[src/alu_consts.svh]
`ifndef ALU_CONSTS_SVH
`define ALU_CONSTS_SVH

// datapath and field widths of the execute path
`define ALU_WORD_W   32
`define ALU_REG_W    5
`define ALU_SHAMT_W  5
`define ALU_IMM_W    16
`define ALU_FIELD_W  6
`define ALU_OP_W     4

// cycles from the sampled in_valid to out_valid, one per registered stage
`define ALU_LATENCY  3

// primary opcodes, instr bits 0 to 5
`define OPC_RTYPE    6'h00
`define OPC_ADDI     6'h08
`define OPC_SUBI     6'h0A
`define OPC_ANDI     6'h0C
`define OPC_ORI      6'h0D
`define OPC_XORI     6'h0E
`define OPC_SLLI     6'h14
`define OPC_SRLI     6'h16
`define OPC_SRAI     6'h17
`define OPC_SEQI     6'h18
`define OPC_SLTI     6'h1A

// function codes for R-type, instr bits 26 to 31
`define FUNC_SLL     6'h04
`define FUNC_SRL     6'h06
`define FUNC_SRA     6'h07
`define FUNC_ADD     6'h20
`define FUNC_SUB     6'h22
`define FUNC_AND     6'h24
`define FUNC_OR      6'h25
`define FUNC_XOR     6'h26
`define FUNC_SEQ     6'h28
`define FUNC_SLT     6'h2A

`endif

[src/alu_pkg.sv]
`include "alu_consts.svh"

package alu_pkg;

    // all vectors count from 0 at the most significant bit
    typedef logic [0:`ALU_WORD_W-1]  word_t;
    typedef logic [0:`ALU_REG_W-1]   reg_idx_t;
    // bit 0 of a shift amount selects the 16-place stage
    typedef logic [0:`ALU_SHAMT_W-1] shamt_t;
    typedef logic [0:`ALU_IMM_W-1]   imm_t;
    // opcode and function fields share one width
    typedef logic [0:`ALU_FIELD_W-1] opfield_t;

    // operation after decode, I-type forms fold onto their R-type twin
    typedef enum logic [`ALU_OP_W-1:0] {
        ALU_ADD,
        ALU_SUB,
        ALU_AND,
        ALU_OR,
        ALU_XOR,
        ALU_SLL,
        ALU_SRL,
        ALU_SRA,
        ALU_SEQ,
        ALU_SLT
    } alu_op_e;

    // one instruction with both register operands already fetched
    typedef struct packed {
        word_t instr;
        word_t a;
        word_t b;
    } alu_req_t;

    // item between decode and execute
    typedef struct packed {
        alu_op_e  op;
        word_t    opa;
        word_t    opb;
        shamt_t   shamt;
        reg_idx_t rd;
        logic     illegal;
    } dec_t;

    // item between execute and result
    typedef struct packed {
        word_t    value;
        logic     overflow;
        reg_idx_t rd;
        logic     illegal;
    } exe_t;

    // response seen by the write-back side
    typedef struct packed {
        word_t    value;
        reg_idx_t rd;
        logic     wb_en;
        logic     zero;
        logic     negative;
        logic     overflow;
        logic     illegal;
    } alu_rsp_t;

endpackage

[src/barrel_shift.sv]
`timescale 1ns/100ps
`include "alu_consts.svh"

module barrel_shift import alu_pkg::*; (
    input  word_t  x,
    input  shamt_t shamt,
    input  logic   arith,
    input  logic   right,
    output word_t  z
);

    localparam int W = `ALU_WORD_W;

    // stage 0 of each chain is the unshifted input, stage 5 is the final result
    word_t lstage [0:5];
    word_t rstage [0:5];
    // bit shifted in from the top on a right shift
    logic  fill;

    // only a right arithmetic shift of a negative word fills with ones
    assign fill = arith & x[0];

    assign lstage[0] = x;
    assign rstage[0] = x;

    // each stage handles one shamt bit, going from 16 places down to 1 place
    // and shamt[s] is the bit of weight 16 >> s
    for (genvar s = 0; s < 5; s++) begin : g_stage
        // number of places this stage moves the word
        localparam int N = 16 >> s;

        // left shift pushes bits toward index 0 and zero fills the bottom
        assign lstage[s+1] = shamt[s] ? {lstage[s][N:W-1], {N{1'b0}}}
                                      : lstage[s];

        // right shift pushes bits toward index W-1 and puts fill on top
        assign rstage[s+1] = shamt[s] ? {{N{fill}}, rstage[s][0:W-1-N]}
                                      : rstage[s];
    end

    // both chains run in parallel, the direction bit just picks one at the end
    assign z = right ? rstage[5] : lstage[5];

endmodule

[src/op_decode.sv]
`timescale 1ns/100ps
`include "alu_consts.svh"

module op_decode import alu_pkg::*; (
    input  logic     clk,
    input  logic     rst_n,
    input  alu_req_t req,
    input  logic     in_valid,
    output dec_t     dec,
    output logic     dec_valid
);

    localparam int W = `ALU_WORD_W;

    opfield_t opcode;
    opfield_t func;
    imm_t     imm;
    logic     is_rtype;
    logic     imm_signed;
    word_t    imm_ext;
    dec_t     dec_c;

    // instruction fields, counted from the MSB like the rest of the datapath
    assign opcode   = req.instr[0:5];
    assign func     = req.instr[26:31];
    assign imm      = req.instr[16:31];
    assign is_rtype = (opcode == `OPC_RTYPE);

    // arithmetic and compare immediates are signed, logic immediates are not
    assign imm_signed = opcode inside {`OPC_ADDI, `OPC_SUBI, `OPC_SEQI, `OPC_SLTI};
    assign imm_ext    = imm_signed ? {{(W-16){imm[0]}}, imm} : {{(W-16){1'b0}}, imm};

    always_comb begin
        dec_c.op      = ALU_ADD;
        dec_c.illegal = 1'b0;
        if (is_rtype) begin
            case (func)
                `FUNC_ADD: dec_c.op = ALU_ADD;
                `FUNC_SUB: dec_c.op = ALU_SUB;
                `FUNC_AND: dec_c.op = ALU_AND;
                `FUNC_OR:  dec_c.op = ALU_OR;
                `FUNC_XOR: dec_c.op = ALU_XOR;
                `FUNC_SLL: dec_c.op = ALU_SLL;
                `FUNC_SRL: dec_c.op = ALU_SRL;
                `FUNC_SRA: dec_c.op = ALU_SRA;
                `FUNC_SEQ: dec_c.op = ALU_SEQ;
                `FUNC_SLT: dec_c.op = ALU_SLT;
                default:   dec_c.illegal = 1'b1;
            endcase
        end else begin
            case (opcode)
                `OPC_ADDI: dec_c.op = ALU_ADD;
                `OPC_SUBI: dec_c.op = ALU_SUB;
                `OPC_ANDI: dec_c.op = ALU_AND;
                `OPC_ORI:  dec_c.op = ALU_OR;
                `OPC_XORI: dec_c.op = ALU_XOR;
                `OPC_SLLI: dec_c.op = ALU_SLL;
                `OPC_SRLI: dec_c.op = ALU_SRL;
                `OPC_SRAI: dec_c.op = ALU_SRA;
                `OPC_SEQI: dec_c.op = ALU_SEQ;
                `OPC_SLTI: dec_c.op = ALU_SLT;
                default:   dec_c.illegal = 1'b1;
            endcase
        end
        dec_c.opa = req.a;
        // the immediate replaces b for every I-type form
        dec_c.opb = is_rtype ? req.b : imm_ext;
        // shift amount is the low five bits of whichever second operand applies
        dec_c.shamt = is_rtype ? req.b[W-5:W-1] : imm[11:15];
        // rd sits in different places for R-type and I-type
        dec_c.rd = is_rtype ? req.instr[16:20] : req.instr[11:15];
    end

    always_ff @(posedge clk or negedge rst_n) begin
        if (!rst_n) begin
            dec_valid <= 1'b0;
        end else begin
            dec_valid <= in_valid;
        end
    end

    // the decoded item only moves on a strobe
    always_ff @(posedge clk) begin
        if (in_valid) begin
            dec <= dec_c;
        end
    end

endmodule

[src/alu_execute.sv]
`timescale 1ns/100ps

module alu_execute import alu_pkg::*; (
    input  logic clk,
    input  logic rst_n,
    input  dec_t dec,
    input  logic dec_valid,
    output exe_t exe,
    output logic exe_valid
);

    word_t b_in;
    word_t sum;
    word_t shifted;
    word_t value_c;
    logic  sub_mode;
    logic  add_ovf;
    logic  less;
    logic  equal;
    logic  shift_arith;
    logic  shift_right;
    exe_t  exe_c;

    // sub and both compares share the adder in subtract mode
    assign sub_mode = dec.op inside {ALU_SUB, ALU_SEQ, ALU_SLT};

    // subtraction is a plus the inverted b plus one on the carry in
    assign b_in = sub_mode ? ~dec.opb : dec.opb;
    assign sum  = dec.opa + b_in + word_t'(sub_mode);

    // signed overflow when both adder inputs agree in sign and the sum does not
    assign add_ovf = (dec.opa[0] == b_in[0]) && (sum[0] != dec.opa[0]);

    // a minus b is negative, corrected by overflow, exactly when a < b signed
    assign less  = sum[0] ^ add_ovf;
    assign equal = (dec.opa == dec.opb);

    assign shift_arith = (dec.op == ALU_SRA);
    assign shift_right = dec.op inside {ALU_SRL, ALU_SRA};

    barrel_shift u_shift (
        .x     (dec.opa),
        .shamt (dec.shamt),
        .arith (shift_arith),
        .right (shift_right),
        .z     (shifted)
    );

    always_comb begin
        case (dec.op)
            ALU_ADD, ALU_SUB:         value_c = sum;
            ALU_AND:                  value_c = dec.opa & dec.opb;
            ALU_OR:                   value_c = dec.opa | dec.opb;
            ALU_XOR:                  value_c = dec.opa ^ dec.opb;
            ALU_SLL, ALU_SRL, ALU_SRA: value_c = shifted;
            // compare results land in the least significant bit, index 31
            ALU_SEQ:                  value_c = word_t'(equal);
            ALU_SLT:                  value_c = word_t'(less);
            default:                  value_c = '0;
        endcase

        exe_c.value    = dec.illegal ? '0 : value_c;
        // overflow is only meaningful for the plain add and sub
        exe_c.overflow = !dec.illegal && (dec.op inside {ALU_ADD, ALU_SUB}) && add_ovf;
        exe_c.rd       = dec.rd;
        exe_c.illegal  = dec.illegal;
    end

    always_ff @(posedge clk or negedge rst_n) begin
        if (!rst_n) begin
            exe_valid <= 1'b0;
        end else begin
            exe_valid <= dec_valid;
        end
    end

    always_ff @(posedge clk) begin
        if (dec_valid) begin
            exe <= exe_c;
        end
    end

endmodule

[src/result_stage.sv]
`timescale 1ns/100ps

module result_stage import alu_pkg::*; (
    input  logic     clk,
    input  logic     rst_n,
    input  exe_t     exe,
    input  logic     exe_valid,
    output alu_rsp_t rsp,
    output logic     out_valid
);

    alu_rsp_t rsp_c;

    always_comb begin
        rsp_c.value    = exe.value;
        rsp_c.rd       = exe.rd;
        // flags describe the value as a signed word
        rsp_c.zero     = (exe.value == '0);
        rsp_c.negative = exe.value[0];
        rsp_c.overflow = exe.overflow;
        rsp_c.illegal  = exe.illegal;
        // r0 is hardwired, so writing it is dropped here
        rsp_c.wb_en    = !exe.illegal && (exe.rd != '0);
    end

    // the response holds its last value between strobes
    // and reads all zero straight out of reset
    always_ff @(posedge clk or negedge rst_n) begin
        if (!rst_n) begin
            rsp       <= '0;
            out_valid <= 1'b0;
        end else begin
            out_valid <= exe_valid;
            if (exe_valid) begin
                rsp <= rsp_c;
            end
        end
    end

endmodule

[src/alu_top.sv]
`timescale 1ns/100ps

module alu_top import alu_pkg::*; (
    input  logic     clk,
    input  logic     rst_n,
    input  alu_req_t req,
    input  logic     in_valid,
    output alu_rsp_t rsp,
    output logic     out_valid
);

    // decode to execute
    dec_t dec;
    logic dec_valid;
    // execute to result
    exe_t exe;
    logic exe_valid;

    op_decode u_decode (
        .clk       (clk),
        .rst_n     (rst_n),
        .req       (req),
        .in_valid  (in_valid),
        .dec       (dec),
        .dec_valid (dec_valid)
    );

    alu_execute u_execute (
        .clk       (clk),
        .rst_n     (rst_n),
        .dec       (dec),
        .dec_valid (dec_valid),
        .exe       (exe),
        .exe_valid (exe_valid)
    );

    // last register stage, its outputs are the unit's outputs
    result_stage u_result (
        .clk       (clk),
        .rst_n     (rst_n),
        .exe       (exe),
        .exe_valid (exe_valid),
        .rsp       (rsp),
        .out_valid (out_valid)
    );

endmodule

[config.mk]
export PLATFORM = sky130hd
export DESIGN_NAME = alu_top
export DESIGN_NICKNAME = d
export VERILOG_FILES = /design/src/alu_pkg.sv /design/src/barrel_shift.sv /design/src/op_decode.sv /design/src/alu_execute.sv /design/src/result_stage.sv /design/src/alu_top.sv
export VERILOG_INCLUDE_DIRS = /design/src /design/src/src
export SDC_FILE = /design/constraint.sdc
export NUM_CORES = 1
export LEC_CHECK = 0
export ABC_AREA = 1
export BUFFER_PORTS_ARGS = -buffer_cell sky130_fd_sc_hd__clkbuf_2
export CORE_MARGIN = 4
export CORE_UTILIZATION = 35
export CTS_CLUSTER_SIZE = 30
export DETAILED_ROUTE_END_ITERATION = 10
export PLACE_DENSITY_LB_ADDON = 0.12
export SLEW_MARGIN = 20
export SYNTH_ARGS = -nofsm -noshare
export SYNTH_HDL_FRONTEND = slang
export SYNTH_SLANG_ARGS = --single-unit
[constraint.sdc]
create_clock -name clk -period 6.4 [get_ports clk]
set_input_delay 1.28 -clock clk [delete_from_list [all_inputs] [get_ports clk]]
set_output_delay 1.28 -clock clk [all_outputs]
set_load 0.01 [all_outputs]
# Word level (Yosys, flattened, before mapping)
# Cells that the tools add are included.
[totals]
regBits = 163
input_bits = 99
out_inout_bits = 43
wordCells = 101
[classes]
addsub = 2
eq_ne = 32
muxes = 23
bitwise = 6
n_reduce_logical = 18
[ops]
columns = ["cell", "count"]
rows = [
  ["$mux 32", 14],
  ["$pmux 32 s7", 1],
  ["$pmux 4 s9", 2],
  ["$eq 6x6->1 const B", 7],
  ["$add 32x1->32", 1],
  ["$add 32x32->32", 1],
  ["$and 32x32->32", 1],
  ["$eq 32x32->1", 1],
  ["$logic_not 32->1", 1],
  ["$not 32->32", 1],
  ["$or 32x32->32", 1],
  ["$xor 32x32->32", 1],
  ["$eq 6x4->1 const B", 5],
  ["$eq 6x5->1 const B", 5],
  ["$reduce_or 10->1", 2],
  ["$eq 6x3->1 const B", 3],
  ["$eq 4x3->1 const B", 4],
  ["$mux 5", 2],
  ["$eq 4x2->1 const B", 2],
  ["$eq 4x4->1 const B", 2],
  ["$logic_not 6->1", 1],
  ["$reduce_bool 5->1", 1],
  ["$eq 4x1->1 const B", 1],
  ["$logic_and 1x1->1", 4],
  ["other kinds (13)", 17],
]

# Longest topological paths before layout
[logic_depth]
word_depth = 9
depth_mapped = 21
ltp_nobuf = 20

# Hierarchy
# A second synthesis with hierarchy kept.
[hier_totals]
cells_unflattened = 2086
area_unflattened_um2 = 14408.8
[by_module_without_submodules]
columns = ["mod", "n_inst", "cells_per_inst", "area_each_um2", "seq_area_each_um2"]
rows = [
  ["alu_execute", 1, 828, 5860.6, 1196.1],
  ["barrel_shift", 1, 804, 3806.2, 0.0],
  ["op_decode", 1, 249, 3041.7, 2247.2],
  ["result_stage", 1, 205, 1700.4, 1051.0],
]

# Worst setup path before layout
# OpenSTA, ideal clock, no wires.
[synth_path]
path_kind = "reg2reg"
from = "register, netlist name u_decode.dec[76]"
to = "register, netlist name u_execute.exe[17]"
setup_time_ps = 266
t_arrival_ps = 2613
setup_slack_ps = 3521
stages_incl_launch_ff = 17
path_buffers = 1
cell_sequence = "edfxtp_1 > inv_2 > nand3_1 > nand2_1 > buf_2 > xor2_1 > ha_1 > or2_2 > nand3b_1 > nand2_1 > nand2_1 > nand2_1 > or2_2 > nand3_1 > o2111ai_1 > a21oi_1 > nor2_1"
[synth_between]
elab_chain_len = 9
[synth_lines]
columns = ["item", "line_no", "text"]
rows = [
  ["branches (longest 8 deep; another with $add 32x32->32)", "n/a", ""],
  ["$pmux 32 s7 *", "alu_execute.sv:50", "case (dec.op)"],
]
# Every way passes the cells marked *.
# A chain may end at the register's enable or synchronous reset.

# Final worst setup path
[layout_path]
from = "register, netlist name u_decode.dec[76]"
to = "register, netlist name u_execute.exe[27]"
[layout_between]
elab_chain_len = 9
[layout_lines]
columns = ["item", "line_no"]
rows = [
  ["branches (longest 8 deep; another with $add 32x32->32)", "n/a"],
  ["$pmux 32 s7 *", "alu_execute.sv:50"],
]
# Marks and branches as above.

==> run metrics <==
status=finished clean; Hold Crit Class=reg -> reg; post_cts resized=0; first-pass GRT wire length=78.5 mm; CP Launch Type=flop; initial drt markers=1452; pin count of the biggest net entering global routing=76; Die Wd=205 um; Relative slew margins=36.6%; Rows=71; hold_buf cts=0; Synth area leader=edfxtp_1; grt ovf=0; Pwr Density=235 mW/mm2; # DRC=0; most frequent CP cell=nand2_1; TritonCTS Buffers=17; worst path cell trace=inv_2 > nand3_1 > nand2_1 > buf_4 > xor2_1 > ha_1 > or2_2 > and2_1 > nand2_1 > nand2_1 > nand2_1 > nand2_1 > nand2_1 > nand2_1 > nand2_1 > nand2_1 > o21ai_0 > a21oi_1 > nor2_1; post-synth net total=2182; Total GRT Usage=24.6%; clk buf depth=2; via/cell ratio=5.41; P&R area growth vs syn=12.3%; WL final=52.1 mm; setup repair bufs after CTS=0; Setup TNS Final=0 ns; fin crit period=4.18 ns; YS warnings=0; Buffers on Ports=136; Hold WS=0.422 ns; Main synth FF type=edfxtp_1; I/O pins=142; Final Hold Fails=0; Yosys top cell area share=25.0%; Seq/Total Area, Yosys=33.1%; FMAX=239 MHz; Synth area leaders=edfxtp_1 (25%), nand2_1 (17%), ha_1 (8.9%), nand3_1 (8.5%), dfrtp_1 (8.1%); leakage power=7.20 nW; Mapped Cells=1985; max-slew violation count=0; Antenna Nets Post-Route=0; Pwr Total=3.58 mW; kind of critical path=reg -> reg; peak supply drop=0.000190 V; Die ar.=0.0421 mm2; Netlist Area Pre-Place=0.0136 mm2; Pre-Repair DR Iteration Count=6; Critical Path RT=6.71 ns; Layout Skew=0.0140 ns; Routability Congestion=0.971; number of synthesized flops with an enable pin=113; ys async rst share=28.0%; Mean Syn Cell Area=6.85 um2; Setup crit end kind=flop; Die Y=205 um; slowest CP cell=o21ai_0; layout cell share with drive strength beyond 1=10.6%; core area=0.0380 mm2; worst path arrival time=4.49 ns; Critical Path Max Stage Delay=0.60 ns; synth unique cells=48; clk_lat worst skew=0.46 ns; via count=14000; CTS tree=done; max cap viols=0; unrepaired setup endpoints after global routing=false; Initial Util=35.8%; final period utilization=65.4%; #FFs+latches synth=157; crit path max fanout=31; Reg clk slew, reported paths=0.07 ns; post-DP HPWL=41.0 mm; H-tree levels=4; Reg2Reg Depth=19; initial antenna violation count=1; Layout Nets=2258; per-cell routed wire length=20.2 um; hold depth=0; endpoints failing setup=0; CTS Root Cell=clkbuf_16; measured slew at the worst slew-check pin=0.950 ns; number of global-route vias before repair=13100; # clock sinks=157; ANT cells=0
[report_power, final]
| group | switching, mW | total, mW | internal [mW] |
|---|---|---|---|
| clock | 0.503 | 1.04 | 0.536 |
| sequential | 0.102 | 1.30 | 1.20 |
| combinational | 0.856 | 1.24 | 0.386 |
[cell usage in the layout, fill, tap and decap left out, types with 28 or more instances in the layout]
master    instances
nand2_1         631
nand3_1         232
nor2_1          159
inv_1           154
clkbuf_2        134
edfxtp_1        113
o21ai_0         111
ha_1             97
a21oi_1          96
dfrtp_1          44
xor2_1           31
o21ai_1          31
o211ai_1         28
[per-layer routing]
layer | GRT usage (%) | routed length (um)
met1 | 35.3 | 23700
met2 | 38.8 | 24000
met3 | 2.83 | 2820
met4 | 7.87 | 1590
met5 | 0 | 0
[final cells by class]
type	count	area [um2]
well taps	511	639
repair buffers	156	836
fillers	4198	22800
multi-input cells	1558	8040
flip-flops and latches	157	4490
clock buffers	17	425
inverters	171	642
clock inverters	15	194
[registers in the layout, summed over array words and instances (netlist names)]
| signal | cells |
|---|---|
| u_execute.exe | 39 |
| u_decode.dec | 74 |
| u_result.out_valid | 1 |
| u_decode.dec_valid | 1 |
| u_result.rsp | 41 |
| u_execute.exe_valid | 1 |
[worst max-delay path: cells and delay by family (launching register included)]
family | cells | cell delay (ns)
fa+ha+maj | 1 | 0.35
buf+inv | 2 | 0.60
flops | 1 | 0.50
compound gates | 2 | 0.82
simple gates | 13 | 1.63
xor+xnor | 1 | 0.14
[path summary, 6_finish.rpt]
kind	slack [ns]	startpoint	end
setup / recovery	2.22	u_decode.dec[76]$_DFFE_PP_	u_execute.exe[27]$_SDFFCE_PP0P_
hold / removal	0.42	u_decode.dec[2]$_DFFE_PP_	u_execute.exe[2]$_DFFE_PP_
setup reg to reg	2.22	u_decode.dec[76]$_DFFE_PP_	u_execute.exe[27]$_SDFFCE_PP0P_
hold reg to reg	0.42	u_decode.dec[2]$_DFFE_PP_	u_execute.exe[2]$_DFFE_PP_
max in group asynchronous	5.14	rst_n	u_execute.exe_valid$_DFF_PN0_
min in group asynchronous	0.85	rst_n	u_result.rsp[29]$_DFFE_PN0P_
[cells by family (layout without fill, tap and decap cells)]
kind of cell               after synthesis  after routing  share of synthesized area, %
and+or+nand+nor                       1099           1099                          33.9
DFF                                    157            157                          33.1
xor gates and xnor gates                32             32                          2.06
muxes                                    2              2                         0.147
adders and majority gates               98             98                          9.08
buffers and inverters                  270            359                          7.88
AOI/OAI and AO/OA                      327            327                          13.9
[metrics by stage]
| step | std cells | worst slack (ns) | area, um2 | util (%) |
|---|---|---|---|---|
| after floorplan | 1985 | 3.52 | 13600 | - |
| after global placement | 2553 | 2.26 | 14600 | 38.5 |
| after detailed placement | 2553 | 2.26 | 14600 | 38.5 |
| after CTS | 2585 | 2.25 | 15300 | 40.2 |
| after global routing | 2585 | 2.02 | 15300 | 40.2 |
| final | 2585 | 2.22 | 15300 | 40.2 |
[synthesized netlist by cell type (28+ instances only)]
cell,n
xor2_1,31
buf_2,28
nor2_1,160
o211ai_1,28
a21oi_1,96
clkbuf_1,43
o21ai_1,31
ha_1,97
nand3_1,232
o21ai_0,111
dfrtp_1,44
nand2_1,631
inv_1,155
edfxtp_1,113
Note: power is estimated with default switching activity, not from simulation.
